`config.mk`:
```
export PLATFORM = sky130hd
export DESIGN_NAME = pim_conv_top
export DESIGN_NICKNAME = d
export VERILOG_FILES = /design/src/verilog/pim_cfg_pkg.sv /design/src/verilog/pim_ctrl_pkg.sv /design/src/verilog/pim_conv_engine.sv /design/src/verilog/pim_conv_top.sv /design/src/verilog/pim_crossbar.sv /design/src/verilog/pim_feature_fifo.sv /design/src/verilog/pim_recombine.sv
export SDC_FILE = /design/constraint.sdc
export NUM_CORES = 1
export LEC_CHECK = 0
export BUFFER_PORTS_ARGS = -buffer_cell sky130_fd_sc_hd__buf_2
export CAP_MARGIN = 20
export CORE_ASPECT_RATIO = 0.6
export CORE_UTILIZATION = 63
export DETAILED_ROUTE_END_ITERATION = 7
export PLACE_DENSITY = 0.81
export SYNTH_ARGS = -nofsm -noshare
export SYNTH_HDL_FRONTEND = slang
export SYNTH_SLANG_ARGS = --single-unit
```
`constraint.sdc`:
```
create_clock -name clk -period 9.6 [get_ports clk]
set_input_delay 1.44 -clock clk [delete_from_list [all_inputs] [get_ports clk]]
set_output_delay 1.44 -clock clk [all_outputs]
set_load 0.03 [all_outputs]
```
`src/verilog/pim_cfg_pkg.sv`:
```
// PIM configuration package with default sizes and data width typedefs
`default_nettype none

package pim_cfg_pkg;

	// Default geometry, overridden through module parameters at the top level
	parameter int PIM_N       = 8;
	parameter int PIM_COLS    = 4;
	parameter int IN_W        = 8;
	parameter int HALF_W      = IN_W / 2;
	parameter int ADC_W       = 8;
	parameter int FIFO_DEPTH  = 4;
	parameter int OUT_CREDITS = 2;

	// One element or one full weight
	typedef logic [IN_W-1:0] elem_t;

	// One half of an element or weight
	typedef logic [HALF_W-1:0] half_t;

	// Column index
	typedef logic [$clog2(PIM_COLS)-1:0] col_t;

	// Clipped slice partial after the ADC
	typedef logic [ADC_W-1:0] adc_t;

	// Dot product result, wide enough for PIM_N full products
	typedef logic [23:0] acc_t;

endpackage

`default_nettype wire

```
`src/verilog/pim_ctrl_pkg.sv`:
```
// PIM control package with the sequencer states and slice weight shifts
`default_nettype none

package pim_ctrl_pkg;

	import pim_cfg_pkg::*;

	// Engine sequencer states
	typedef enum logic [2:0] {
		ST_IDLE,
		ST_LOAD,
		ST_BITS,
		ST_DRAIN,
		ST_EMIT
	} seq_state_t;

	// Weight position of each slice pair inside the full product
	parameter int SHIFT_HH  = 2 * HALF_W;
	parameter int SHIFT_MIX = HALF_W;
	parameter int SHIFT_LL  = 0;

endpackage

`default_nettype wire

```
`src/verilog/pim_conv_engine.sv`:
```
// Bit-serial convolution engine sequencing columns and bits, with output credits
`default_nettype none

module pim_conv_engine
	import pim_cfg_pkg::*;
	import pim_ctrl_pkg::*;
#(
	parameter int PIM_N       = pim_cfg_pkg::PIM_N,
	parameter int PIM_COLS    = pim_cfg_pkg::PIM_COLS,
	parameter int IN_W        = pim_cfg_pkg::IN_W,
	parameter int ADC_W       = pim_cfg_pkg::ADC_W,
	parameter int OUT_CREDITS = pim_cfg_pkg::OUT_CREDITS
) (
	input  logic                     clk,
	input  logic                     rst,
	input  logic                     fifo_valid,
	input  logic [PIM_N*IN_W-1:0]    fifo_vec,
	input  logic                     w_we,
	input  col_t                     w_col,
	input  logic [$clog2(PIM_N)-1:0] w_row,
	input  elem_t                    w_data,
	input  logic                     out_credit,
	output logic                     fifo_pop,
	output logic                     out_valid,
	output col_t                     out_col,
	output acc_t                     out_data,
	output logic                     busy
);
	localparam int HALF_W = IN_W / 2;
	localparam int BIT_W  = (HALF_W > 1) ? $clog2(HALF_W) : 1;
	localparam int CRD_W  = $clog2(OUT_CREDITS + 1);

	seq_state_t state;
	logic [PIM_N*IN_W-1:0] vec_q;
	logic [BIT_W-1:0] bit_cnt;
	logic [BIT_W-1:0] bit_q;
	col_t col_cnt;
	logic en;
	logic en_q;
	logic acc_clear;
	logic w_en;
	logic [PIM_N-1:0] bits_hi;
	logic [PIM_N-1:0] bits_lo;
	logic [CRD_W-1:0] credit;
	logic [ADC_W-1:0] p_hh;
	logic [ADC_W-1:0] p_hl;
	logic [ADC_W-1:0] p_lh;
	logic [ADC_W-1:0] p_ll;
	acc_t result;

	assign fifo_pop  = state == ST_LOAD;
	assign en        = state == ST_BITS;
	assign acc_clear = en && (bit_cnt == '0);
	assign busy      = state != ST_IDLE;
	assign out_valid = (state == ST_EMIT) && (credit != '0);
	assign out_col   = col_cnt;
	assign out_data  = result;
	// Weight writes only land while idle
	assign w_en      = w_we && !busy;

	// Current bit of every high and low half
	for (genvar i = 0; i < PIM_N; i++) begin : g_bits
		assign bits_hi[i] = vec_q[i*IN_W + HALF_W + bit_cnt];
		assign bits_lo[i] = vec_q[i*IN_W + bit_cnt];
	end

	always_ff @(posedge clk) begin
		if (!rst) begin
			state   <= ST_IDLE;
			bit_cnt <= '0;
			col_cnt <= '0;
			en_q    <= 1'b0;
			credit  <= CRD_W'(OUT_CREDITS);
		end else begin
			en_q   <= en;
			credit <= credit - CRD_W'(out_valid) + CRD_W'(out_credit);
			case (state)
				ST_IDLE: begin
					if (fifo_valid)
						state <= ST_LOAD;
				end
				ST_LOAD: begin
					bit_cnt <= '0;
					col_cnt <= '0;
					state   <= ST_BITS;
				end
				ST_BITS: begin
					bit_cnt <= bit_cnt + 1'b1;
					if (bit_cnt == BIT_W'(HALF_W - 1))
						state <= ST_DRAIN;
				end
				// Last registered partial is added here
				ST_DRAIN: state <= ST_EMIT;
				ST_EMIT: begin
					if (out_valid) begin
						bit_cnt <= '0;
						if (col_cnt == col_t'(PIM_COLS - 1)) begin
							state <= ST_IDLE;
						end else begin
							col_cnt <= col_cnt + 1'b1;
							state   <= ST_BITS;
						end
					end
				end
				default: state <= ST_IDLE;
			endcase
		end
	end

	// Vector latch and bit index aligned with the crossbar register
	always_ff @(posedge clk) begin
		if (state == ST_LOAD)
			vec_q <= fifo_vec;
		bit_q <= bit_cnt;
	end

	pim_crossbar #(.PIM_N(PIM_N), .PIM_COLS(PIM_COLS), .HALF_W(HALF_W), .ADC_W(ADC_W)) u_xbar_hh (
		.clk(clk), .w_we(w_en), .w_col(w_col), .w_row(w_row),
		.w_half(w_data[IN_W-1:HALF_W]), .en(en), .col(col_cnt), .bits(bits_hi), .partial(p_hh)
	);

	pim_crossbar #(.PIM_N(PIM_N), .PIM_COLS(PIM_COLS), .HALF_W(HALF_W), .ADC_W(ADC_W)) u_xbar_hl (
		.clk(clk), .w_we(w_en), .w_col(w_col), .w_row(w_row),
		.w_half(w_data[HALF_W-1:0]), .en(en), .col(col_cnt), .bits(bits_hi), .partial(p_hl)
	);

	pim_crossbar #(.PIM_N(PIM_N), .PIM_COLS(PIM_COLS), .HALF_W(HALF_W), .ADC_W(ADC_W)) u_xbar_lh (
		.clk(clk), .w_we(w_en), .w_col(w_col), .w_row(w_row),
		.w_half(w_data[IN_W-1:HALF_W]), .en(en), .col(col_cnt), .bits(bits_lo), .partial(p_lh)
	);

	pim_crossbar #(.PIM_N(PIM_N), .PIM_COLS(PIM_COLS), .HALF_W(HALF_W), .ADC_W(ADC_W)) u_xbar_ll (
		.clk(clk), .w_we(w_en), .w_col(w_col), .w_row(w_row),
		.w_half(w_data[HALF_W-1:0]), .en(en), .col(col_cnt), .bits(bits_lo), .partial(p_ll)
	);

	pim_recombine #(.HALF_W(HALF_W), .ADC_W(ADC_W)) u_recombine (
		.clk(clk), .rst(rst), .acc_clear(acc_clear), .acc_add(en_q), .bit_idx(bit_q),
		.p_hh(p_hh), .p_hl(p_hl), .p_lh(p_lh), .p_ll(p_ll), .result(result)
	);

endmodule

`default_nettype wire

```
`src/verilog/pim_conv_top.sv`:
```
// PIM convolution top level joining the feature FIFO and the bit-serial engine
`default_nettype none

module pim_conv_top
	import pim_cfg_pkg::*;
#(
	parameter int PIM_N       = pim_cfg_pkg::PIM_N,
	parameter int PIM_COLS    = pim_cfg_pkg::PIM_COLS,
	parameter int IN_W        = pim_cfg_pkg::IN_W,
	parameter int ADC_W       = pim_cfg_pkg::ADC_W,
	parameter int FIFO_DEPTH  = pim_cfg_pkg::FIFO_DEPTH,
	parameter int OUT_CREDITS = pim_cfg_pkg::OUT_CREDITS
) (
	input  logic                     clk,
	input  logic                     rst,
	// Input channel
	input  logic                     in_valid,
	input  logic [PIM_N*IN_W-1:0]    in_vec,
	output logic                     in_credit,
	// Weight write port
	input  logic                     w_we,
	input  col_t                     w_col,
	input  logic [$clog2(PIM_N)-1:0] w_row,
	input  elem_t                    w_data,
	// Output channel
	output logic                     out_valid,
	output col_t                     out_col,
	output acc_t                     out_data,
	input  logic                     out_credit,
	output logic                     busy
);
	logic fifo_valid;
	logic fifo_pop;
	logic [PIM_N*IN_W-1:0] fifo_vec;

	pim_feature_fifo #(.PIM_N(PIM_N), .IN_W(IN_W), .FIFO_DEPTH(FIFO_DEPTH)) u_fifo (
		.clk(clk),
		.rst(rst),
		.in_valid(in_valid),
		.in_vec(in_vec),
		.fifo_pop(fifo_pop),
		.fifo_valid(fifo_valid),
		.fifo_vec(fifo_vec),
		.in_credit(in_credit)
	);

	pim_conv_engine #(
		.PIM_N(PIM_N), .PIM_COLS(PIM_COLS), .IN_W(IN_W),
		.ADC_W(ADC_W), .OUT_CREDITS(OUT_CREDITS)
	) u_engine (
		.clk(clk), .rst(rst),
		.fifo_valid(fifo_valid), .fifo_vec(fifo_vec), .fifo_pop(fifo_pop),
		.w_we(w_we), .w_col(w_col), .w_row(w_row), .w_data(w_data),
		.out_credit(out_credit), .out_valid(out_valid), .out_col(out_col),
		.out_data(out_data), .busy(busy)
	);

endmodule

`default_nettype wire

```
`src/verilog/pim_crossbar.sv`:
```
// Crossbar slice holding one weight half per cell, with bit-line sum and ADC clip
`default_nettype none

module pim_crossbar
	import pim_cfg_pkg::*;
#(
	parameter int PIM_N    = pim_cfg_pkg::PIM_N,
	parameter int PIM_COLS = pim_cfg_pkg::PIM_COLS,
	parameter int HALF_W   = pim_cfg_pkg::HALF_W,
	parameter int ADC_W    = pim_cfg_pkg::ADC_W
) (
	input  logic                     clk,
	input  logic                     w_we,
	input  col_t                     w_col,
	input  logic [$clog2(PIM_N)-1:0] w_row,
	input  logic [HALF_W-1:0]        w_half,
	input  logic                     en,
	input  col_t                     col,
	input  logic [PIM_N-1:0]         bits,
	output logic [ADC_W-1:0]         partial
);
	// Sum of PIM_N halves, widened so the ADC limit always fits
	localparam int SUM_W = HALF_W + $clog2(PIM_N) + 1;
	localparam int CMP_W = (SUM_W > ADC_W) ? SUM_W : ADC_W;
	localparam logic [CMP_W-1:0] ADC_MAX = CMP_W'((1 << ADC_W) - 1);

	logic [HALF_W-1:0] mem [PIM_COLS][PIM_N];
	logic [CMP_W-1:0] col_sum;

	always_ff @(posedge clk) begin
		if (w_we)
			mem[w_col][w_row] <= w_half;
	end

	// Bit-line current: rows with an active input bit contribute their weight
	always_comb begin
		col_sum = '0;
		for (int r = 0; r < PIM_N; r++) begin
			if (bits[r])
				col_sum = col_sum + CMP_W'(mem[col][r]);
		end
	end

	// Saturating ADC
	always_ff @(posedge clk) begin
		if (en)
			partial <= (col_sum > ADC_MAX) ? ADC_W'(ADC_MAX) : ADC_W'(col_sum);
	end

endmodule

`default_nettype wire

```
`src/verilog/pim_feature_fifo.sv`:
```
// Feature vector FIFO, returns one input credit per consumed vector
`default_nettype none

module pim_feature_fifo
	import pim_cfg_pkg::*;
#(
	parameter int PIM_N      = pim_cfg_pkg::PIM_N,
	parameter int IN_W       = pim_cfg_pkg::IN_W,
	parameter int FIFO_DEPTH = pim_cfg_pkg::FIFO_DEPTH
) (
	input  logic                  clk,
	input  logic                  rst,
	input  logic                  in_valid,
	input  logic [PIM_N*IN_W-1:0] in_vec,
	input  logic                  fifo_pop,
	output logic                  fifo_valid,
	output logic [PIM_N*IN_W-1:0] fifo_vec,
	output logic                  in_credit
);
	localparam int PTR_W = (FIFO_DEPTH > 1) ? $clog2(FIFO_DEPTH) : 1;
	localparam int CNT_W = $clog2(FIFO_DEPTH + 1);

	logic [PIM_N*IN_W-1:0] mem [FIFO_DEPTH];
	logic [PTR_W-1:0] wr_ptr;
	logic [PTR_W-1:0] rd_ptr;
	logic [CNT_W-1:0] count;
	logic push;
	logic pop;

	// A push into a full FIFO is dropped, the sender broke the credit rule
	assign push       = in_valid && (count != CNT_W'(FIFO_DEPTH));
	assign pop        = fifo_pop && fifo_valid;
	assign fifo_valid = count != '0;
	assign fifo_vec   = mem[rd_ptr];

	always_ff @(posedge clk) begin
		if (push)
			mem[wr_ptr] <= in_vec;
	end

	always_ff @(posedge clk) begin
		if (!rst) begin
			wr_ptr    <= '0;
			rd_ptr    <= '0;
			count     <= '0;
			in_credit <= 1'b0;
		end else begin
			if (push)
				wr_ptr <= (wr_ptr == PTR_W'(FIFO_DEPTH - 1)) ? '0 : wr_ptr + 1'b1;
			if (pop)
				rd_ptr <= (rd_ptr == PTR_W'(FIFO_DEPTH - 1)) ? '0 : rd_ptr + 1'b1;
			count     <= count + CNT_W'(push) - CNT_W'(pop);
			// Freed slot goes back to the sender one cycle later
			in_credit <= pop;
		end
	end

endmodule

`default_nettype wire

```
`src/verilog/pim_recombine.sv`:
```
// Shift-and-add recombiner merging the four slice partials into one dot product
`default_nettype none

module pim_recombine
	import pim_cfg_pkg::*;
	import pim_ctrl_pkg::*;
#(
	parameter int HALF_W = pim_cfg_pkg::HALF_W,
	parameter int ADC_W  = pim_cfg_pkg::ADC_W
) (
	input  logic                                        clk,
	input  logic                                        rst,
	input  logic                                        acc_clear,
	input  logic                                        acc_add,
	input  logic [((HALF_W > 1) ? $clog2(HALF_W) : 1)-1:0] bit_idx,
	input  logic [ADC_W-1:0]                            p_hh,
	input  logic [ADC_W-1:0]                            p_hl,
	input  logic [ADC_W-1:0]                            p_lh,
	input  logic [ADC_W-1:0]                            p_ll,
	output acc_t                                        result
);
	acc_t mix;
	acc_t bit_term;

	// Both mixed slices sit at the same weight position
	assign mix = acc_t'(p_hl) + acc_t'(p_lh);

	// Place each slice by weight half, then by input bit position
	assign bit_term = ((acc_t'(p_hh) << SHIFT_HH)
		+ (mix << SHIFT_MIX)
		+ (acc_t'(p_ll) << SHIFT_LL)) << bit_idx;

	always_ff @(posedge clk) begin
		if (!rst) begin
			result <= '0;
		end else if (acc_clear) begin
			result <= '0;
		end else if (acc_add) begin
			result <= result + bit_term;
		end
	end

endmodule

`default_nettype wire
```
==> results of run 1 <==
synth_stat cells, types with 13 or more instances:
| cell | instances | area, sq um |
|---|---|---|
| o21ai_0 | 88 | 440.4 |
| nor2b_1 | 67 | 419.2 |
| a21o_1 | 48 | 360.4 |
| and2_1 | 20 | 125.1 |
| clkbuf_1 | 32 | 120.1 |
| ha_1 | 161 | 2014 |
| xnor2_1 | 85 | 744.5 |
| dfxtp_1 | 46 | 920.9 |
| xor2_1 | 42 | 367.9 |
| mux4_2 | 142 | 3198 |
| edfxtp_1 | 608 | 18260 |
| mux2i_1 | 62 | 620.6 |
| nand2b_1 | 18 | 112.6 |
| fa_1 | 32 | 640.6 |
| a21oi_1 | 102 | 510.5 |
| inv_1 | 104 | 390.4 |
| nand2_1 | 74 | 277.8 |
| o21a_1 | 26 | 195.2 |
| nor2_1 | 128 | 480.5 |
| nand3_1 | 13 | 65.06 |
| buf_1 | 24 | 90.09 |
| mux2_2 | 59 | 664.4 |
worst max path at each step:
stage,to,slack [ns],cells past startpoint,start
6_report,u_engine.u_xbar_ll.partial[6]$_DFFE_PP_,1.28,33,u_engine.bit_cnt[0]$_SDFFE_PN0P_
5_1_grt,u_engine.u_xbar_ll.partial[6]$_DFFE_PP_,0.72,33,u_engine.bit_cnt[0]$_SDFFE_PN0P_
4_1_cts,u_engine.u_xbar_lh.partial[7]$_DFFE_PP_,1.29,27,flop
3_5_place_dp,u_engine.u_xbar_lh.partial[7]$_DFFE_PP_,1.36,26,flop
3_3_place_gp,u_engine.u_xbar_hh.partial[7]$_DFFE_PP_,1.58,27,flop
2_1_floorplan,u_engine.u_xbar_hh.partial[7]$_DFFE_PP_,1.20,29,flop
cell families after synthesis:
logic type / share of synthesized area
buffers and inverters: 0.02063
XOR/XNOR: 0.03683
flip-flops: 0.5943
AND/OR/NAND/NOR: 0.05537
AO/OA/AOI/OAI: 0.06378
adder cells (fa/ha/maj): 0.08259
multiplexers: 0.1465
state kept, by name, summed over array words and instances, names as in the netlist, named ones only:
signal,count
u_engine.bit_cnt,2
u_engine.bit_q,2
u_engine.credit,2
u_engine.en_q,1
u_engine.out_col,2
u_engine.state,3
u_engine.u_recombine.result,24
u_engine.u_xbar_hh.mem,60
u_engine.u_xbar_hh.partial,8
u_engine.u_xbar_hl.mem,48
u_engine.u_xbar_hl.partial,8
u_engine.u_xbar_lh.mem,68
u_engine.u_xbar_lh.partial,8
u_engine.u_xbar_ll.mem,80
u_engine.u_xbar_ll.partial,8
u_engine.vec_q,64
u_fifo.count,3
u_fifo.in_credit,1
u_fifo.mem,256
u_fifo.rd_ptr,2
u_fifo.wr_ptr,2
stage by stage:
stage / area (sq um) / util / setup slack [ns] / cells / total power (W)
finish: 35350 / 0.7073 / 1.281 / 2978 / 0.01246
detailed placement: 33550 / 0.6712 / 1.362 / 2870 / 0.01014
global placement: 33550 / 0.6712 / 1.581 / 2870 / 0.009899
floorplan: 32270 / - / 1.197 / 2126 / 0.008834
global route: 35350 / 0.7073 / 0.7154 / 2977 / 0.01335
CTS: 35340 / 0.7071 / 1.291 / 2975 / 0.01244
area by class of cell:
class / count / area [sq um]
tap: 682 / 853.3
sequential: 654 / 19190
clock buffer: 74 / 1509
timing repair buffer: 128 / 685.7
multi-input combinational: 1303 / 12440
fill: 3199 / 14630
inverter: 104 / 390.4
antenna: 2 / 5.005
clock inverter: 31 / 280.3
report_power, final:
group | internal, W | leakage (nW) | total, W | switching [W]
clock | 0.00117 | 0.860 | 0.00222 | 0.00105
combinational | 0.00290 | 5.83 | 0.00654 | 0.00364
sequential | 0.00357 | 5.91 | 0.00370 | 0.000125
total | 0.00765 | 12.6 | 0.0125 | 0.00481
per-layer routing:
metal	vias to the layer above	track usage	share of wire
met5	-	0	0.00018
met1	9389	0.4032	0.43
li1	8371	-	-
met3	110	0.05110	0.080
met4	2	0.06510	0.019
met2	707	0.4547	0.47
cell usage in the layout, fill, tap and decap left out, drive strengths merged, types with 7 or more instances in the layout:
master and count:
nor3 12, nand2 74, edfxtp 608, buf 128, o22ai 8, mux2i 62
mux4 144, nand2b 18, xnor2 87, xor2 44, dfxtp 46, a21oi 102
clkinv 22, nor2b 67, o21bai 7, mux2 72, a21boi 14, clkbuf 74
a21o 48, fa 32, and2 23, o21a 26, nand3 13, nor2 128
inv 106, a31oi 8, ha 161, o21ai 94
==> flow_metrics.env, run 1 <==
export IMPL_grt_pass1_vias=18990
export IMPL_synthesis_nets=2401
export IMPL_ios=111
export IMPL_drv_cap=0
export IMPL_core_area_sq_um=49980
export IMPL_grt_overflow_total=0
export IMPL_synth_edf_count=608
export IMPL_vias=18580
export IMPL_setup_tns_ns=0
export IMPL_clkTransAtPathRegs_ns=0.07
export IMPL_place_congestion=0.9278
export IMPL_tritoncts_num_buffers=56
export IMPL_drc=0
export IMPL_dr_pass1_iters=5
export IMPL_start_util=0.6457
export IMPL_rows=63
export IMPL_worstHoldStart="u_engine.bit_cnt[0]$_SDFFE_PN0P_"
export IMPL_track_usage=0.2815
export IMPL_cp_start_kind="flop"
export IMPL_cts_resized=0
export IMPL_outcome="complete, no violations"
export IMPL_worstHoldEndpoint="u_engine.bit_q[0]$_DFF_P_"
export IMPL_critPathTopFamily="adder cells"
export IMPL_drt_total_wl_um=71100
export IMPL_reg2reg_from="u_engine.bit_cnt[0]$_SDFFE_PN0P_"
export IMPL_hold_viol=0
export IMPL_async_flop_share=0
export IMPL_yosys_warnings=0
export IMPL_clock_skew_ns=0.03629
export IMPL_whs_path_depth=0
export IMPL_worst_setup_path_end_kind="flop"
export IMPL_ys_types=70
export IMPL_dp_hpwl_um=46860
export IMPL_hold_buffers=0
export IMPL_power_leakage_nw=12.60
export IMPL_maxSlewViolCount=0
export IMPL_wl_per_cell_um=23.88
export IMPL_rsz0062_at_grt="no"
export IMPL_syn_inst=2126
export IMPL_via_per_inst=6.239
export IMPL_hold_slack_ns=0.4663
export IMPL_peakVddDrop_mv=0.2424
export IMPL_die_h_um=177.3
export IMPL_path_max_fanout=8
export IMPL_grt_max_degree=69
export IMPL_critPathKind="reg2reg"
export IMPL_clk_path_buf_depth=3
export IMPL_fin_nets=2522
export IMPL_relSlewSlack=0.2321
export IMPL_power_density_nw_per_um2=352.4
export IMPL_max_stage_delay_ns=0.68
export IMPL_grt_pass1_wl_um=109500
export IMPL_critPathRequiredTime_ns=9.96
export IMPL_critPathSlowestCell="mux4_2"
export IMPL_finalCritPeriodShare=0.8666
export IMPL_portBuffers=110
export IMPL_r2r_setup_slack_ns=1.28
export IMPL_r2r_end="u_engine.u_xbar_ll.partial[6]$_DFFE_PP_"
export IMPL_yosysSeqAreaShare=0.5943
export IMPL_rr_worst_depth=33
export IMPL_crit_top_cell="ha_1"
export IMPL_die_w_um=294.2
export IMPL_synthesis_area_sq_um=32270
export IMPL_fin_crit_ns=8.319
export IMPL_postCtsSetupRepairBufs=0
export IMPL_area_growth_syn_to_layout_pct=9.538
export IMPL_hp_class="reg2reg"
export IMPL_cts_root_buf="clkbuf_16"
export IMPL_critPathBufInv=2
export IMPL_worstMarginPinSlew_ns=1.148
export IMPL_tritoncts="built"
export IMPL_synth_seq_cells=654
export IMPL_postRouteAntennaNets=0
export IMPL_layout_drive_gt1_share=0.1957
export IMPL_cp_arrival_ns=8.68
export IMPL_synth_flop_cell="edfxtp_1"
export IMPL_clock_sinks=654
export IMPL_setup_violations=0
export IMPL_htree_levels=2
export IMPL_fmax_mhz=120.2
export IMPL_die_area_sq_um=52160
export IMPL_dr_first_iter_drc_count=1562
export IMPL_antenna_found_initial=4
export IMPL_syn_avg_cell_area_sq_um=15.18
export IMPL_clk_latency_ns=0.63
(Power assumes the default switching activity.)
==> run 2: changes to the inputs <==
--- a/config.mk
+++ b/config.mk
@@ -5,12 +5,13 @@
 export SDC_FILE = /design/constraint.sdc
 export NUM_CORES = 1
 export LEC_CHECK = 0
+export ABC_AREA = 1
 export BUFFER_PORTS_ARGS = -buffer_cell sky130_fd_sc_hd__buf_2
 export CAP_MARGIN = 20
 export CORE_ASPECT_RATIO = 0.6
-export CORE_UTILIZATION = 63
+export CORE_UTILIZATION = 35
 export DETAILED_ROUTE_END_ITERATION = 7
-export PLACE_DENSITY = 0.81
+export SLEW_MARGIN = 20
 export SYNTH_ARGS = -nofsm -noshare
 export SYNTH_HDL_FRONTEND = slang
 export SYNTH_SLANG_ARGS = --single-unit
==> run 2 against run 1 <==
Register-to-register slack got worse by 0.16 ns. Count of clock-buffer cells in the layout did not move. Worst hold slack got worse by 0.0022 ns. Synthesized cell count rose by 57%. Sequential cell count did not move. Critical path depth rose by 5. Non-clock buffer count rose by 8. Setup slack got worse by 0.16 ns. First-iteration DRC count rose by 61%. Wire length rose by 22%. Utilization fell by 31 points. Via count rose by 28%. Critical path type unchanged. Critical endpoint is now u_engine.u_xbar_hl.partial[7]$_DFFE_PP_. Largest cell class unchanged.
==> flow_metrics.env, run 2 <==
export IMPL_dr_pass1_iters=6
export IMPL_grtUsageMet3=0.04782
export IMPL_place_congestion=0.8937
export IMPL_grtUsageMet2=0.2288
export IMPL_antenna_found_initial=4
export IMPL_cp_arrival_ns=8.86
export IMPL_fin_crit_ns=8.480
export IMPL_path_max_fanout=77
export IMPL_mostFrequentLayoutCells="edfxtp_1 (608), nand2_1 (572), nor2_1 (426), o21ai_0 (322), inv_1 (261)"
export IMPL_track_usage=0.1753
export IMPL_top_register="u_fifo.mem"
export IMPL_postCtsSetupRepairBufs=0
export IMPL_async_flop_share=0
export IMPL_via_per_inst=5.051
export IMPL_grt_pass1_vias=21860
export IMPL_synth_seq_cells=654
export IMPL_setup_violations=0
export IMPL_critPathRequiredTime_ns=9.98
export IMPL_critPathSlowestCell="o22ai_1"
export IMPL_syn_avg_cell_area_sq_um=10.07
export IMPL_worst_setup_path_end_kind="flop"
export IMPL_clock_skew_ns=0.08269
export IMPL_core_area_sq_um=94380
export IMPL_ios=111
export IMPL_synth_top_area_cell="edfxtp_1"
export IMPL_synth_flop_cell="edfxtp_1"
export IMPL_die_h_um=241.8
export IMPL_outcome="complete, no violations"
export IMPL_relSlewSlack=0.2006
export IMPL_top_usage_layer="met1"
export IMPL_critPathTopFamily="adder cells"
export IMPL_start_util=0.3553
export IMPL_dp_hpwl_um=59620
export IMPL_hold_viol=0
export IMPL_crit_top_cell="nand2_1"
export IMPL_maxSlewViolCount=0
export IMPL_critPathBufInv=6
export IMPL_wl_per_cell_um=18.39
export IMPL_final_common_cell="edfxtp_1"
export IMPL_layout_drive_gt1_share=0.1120
export IMPL_vias=23770
export IMPL_grt_max_degree=101
export IMPL_postRouteAntennaNets=0
export IMPL_clock_sinks=654
export IMPL_clk_path_buf_depth=3
export IMPL_hold_buffers=0
export IMPL_portBuffers=110
export IMPL_grt_overflow_total=0
export IMPL_clkTransAtPathRegs_ns=0.07
export IMPL_tritoncts_num_buffers=61
export IMPL_rows=87
export IMPL_ys_types=53
export IMPL_hp_class="reg2reg"
export IMPL_grt_pass1_wl_um=131900
export IMPL_cp_start_kind="flop"
export IMPL_fmax_mhz=117.9
export IMPL_largest_registers="u_fifo.mem x256, u_engine.u_xbar_ll.mem x80, u_engine.u_xbar_lh.mem x68"
export IMPL_drv_cap=0
export IMPL_finalCritPeriodShare=0.8833
export IMPL_drc=0
export IMPL_dr_first_iter_drc_count=2509
export IMPL_synthesis_area_sq_um=33530
export IMPL_max_stage_delay_ns=0.73
export IMPL_drt_total_wl_um=86510
export IMPL_yosysMostFrequentCell="edfxtp_1"
export IMPL_die_w_um=401.6
export IMPL_yosysTopAreaCellShare=0.5445
export IMPL_cts_resized=0
export IMPL_grt_use_met1=0.2823
export IMPL_area_growth_syn_to_layout_pct=11.50
export IMPL_yosys_top_cells_area="edfxtp_1 (54%), nand2_1 (6.4%), ha_1 (6.0%)"
export IMPL_largest_register_ffs=256
export IMPL_synthesis_nets=3605
export IMPL_htree_levels=2
export IMPL_yosys_warnings=0
export IMPL_setup_tns_ns=0
export IMPL_clk_latency_ns=0.69
export IMPL_synth_common_cells="edfxtp_1 (608), nand2_1 (572), nor2_1 (431)"
export IMPL_tritoncts="built"
export IMPL_yosysSeqAreaShare=0.5719
export IMPL_worstMarginPinSlew_ns=1.199
export IMPL_critPathKind="reg2reg"
export IMPL_synth_edf_count=608
export IMPL_syn_inst=3330
export IMPL_fillers=9147
export IMPL_fin_nets=3684
export IMPL_rsz0062_at_grt="no"
export IMPL_die_area_sq_um=97090
export IMPL_cts_root_buf="clkbuf_16"
run 2: kinds of logic (layout without fill, tap and decap cells):
kind of cell,Yosys count,count (layout),share of synthesized area
AND/OR/NAND/NOR,1368,1368,0.1760
buffers and inverters,411,537,0.04854
other,0,3,0
flip-flops,654,654,0.5719
adder cells (fa/ha/maj),193,193,0.07918
AO/OA/AOI/OAI,624,624,0.1033
multiplexers,3,3,0.0008956
XOR/XNOR,77,77,0.02011
run 2: through the flow:
| step | util | area, sq um | instances | worst slack [ns] | hold WS, ns |
|---|---|---|---|---|---|
| after floorplan | - | 33530 | 3330 | 1.600 | 0.3671 |
| after global placement | 0.3748 | 35370 | 4592 | 1.266 | 0.4477 |
| after detailed placement | 0.3748 | 35370 | 4592 | 1.246 | 0.4585 |
| after CTS | 0.3959 | 37360 | 4702 | 1.213 | 0.4684 |
| after global routing | 0.3961 | 37380 | 4703 | 0.4466 | 0.4934 |
| final | 0.3961 | 37390 | 4705 | 1.120 | 0.4641 |
run 2: path summary, 6_finish.rpt:
kind | start | to | slack, ns | cells after the start
setup / recovery | flop | u_engine.u_xbar_hl.partial[7]$_DFFE_PP_ | 1.12 | 38
hold reg to reg | u_engine.u_recombine.result[23]$_SDFFE_PP0P_ | u_engine.u_recombine.result[23]$_SDFFE_PP0P_ | 0.46 | 2
setup reg to reg | flop | u_engine.u_xbar_hl.partial[7]$_DFFE_PP_ | 1.12 | 38
hold / removal | u_engine.u_recombine.result[23]$_SDFFE_PP0P_ | u_engine.u_recombine.result[23]$_SDFFE_PP0P_ | 0.46 | 2
run 2: final cells by class:
cell class / count / area (sq um) / share of cell area
timing repair buffer: 136 / 745.7 / 0.01995
tap: 1246 / 1559 / 0.04170
inverter: 291 / 1101 / 0.02945
sequential: 654 / 19190 / 0.5132
clock inverter: 36 / 421.7 / 0.01128
antenna: 3 / 7.507 / 0.0002008
multi-input combinational: 2265 / 12790 / 0.3421
clock buffer: 74 / 1575 / 0.04213
run 2: worst min-delay path: cells and delay by family (launching register included):
family / cells / cell delay [ns]
buffers and inverters: 1 / 0.06
AO/OA/AOI/OAI: 1 / 0.05
flip-flops: 1 / 0.31
run 2: per-layer routing:
| metal | up-vias | part of all wire |
|---|---|---|
| li1 | 11710 | - |
| met1 | 11300 | 0.51 |
| met2 | 672 | 0.38 |
| met3 | 82 | 0.091 |
| met4 | 6 | 0.015 |
| met5 | - | 0.00036 |
Power of run 2 is left out: the tool's default activity adds up to more than one toggle a clock period on the data nets, which glitch-free logic cannot reach.
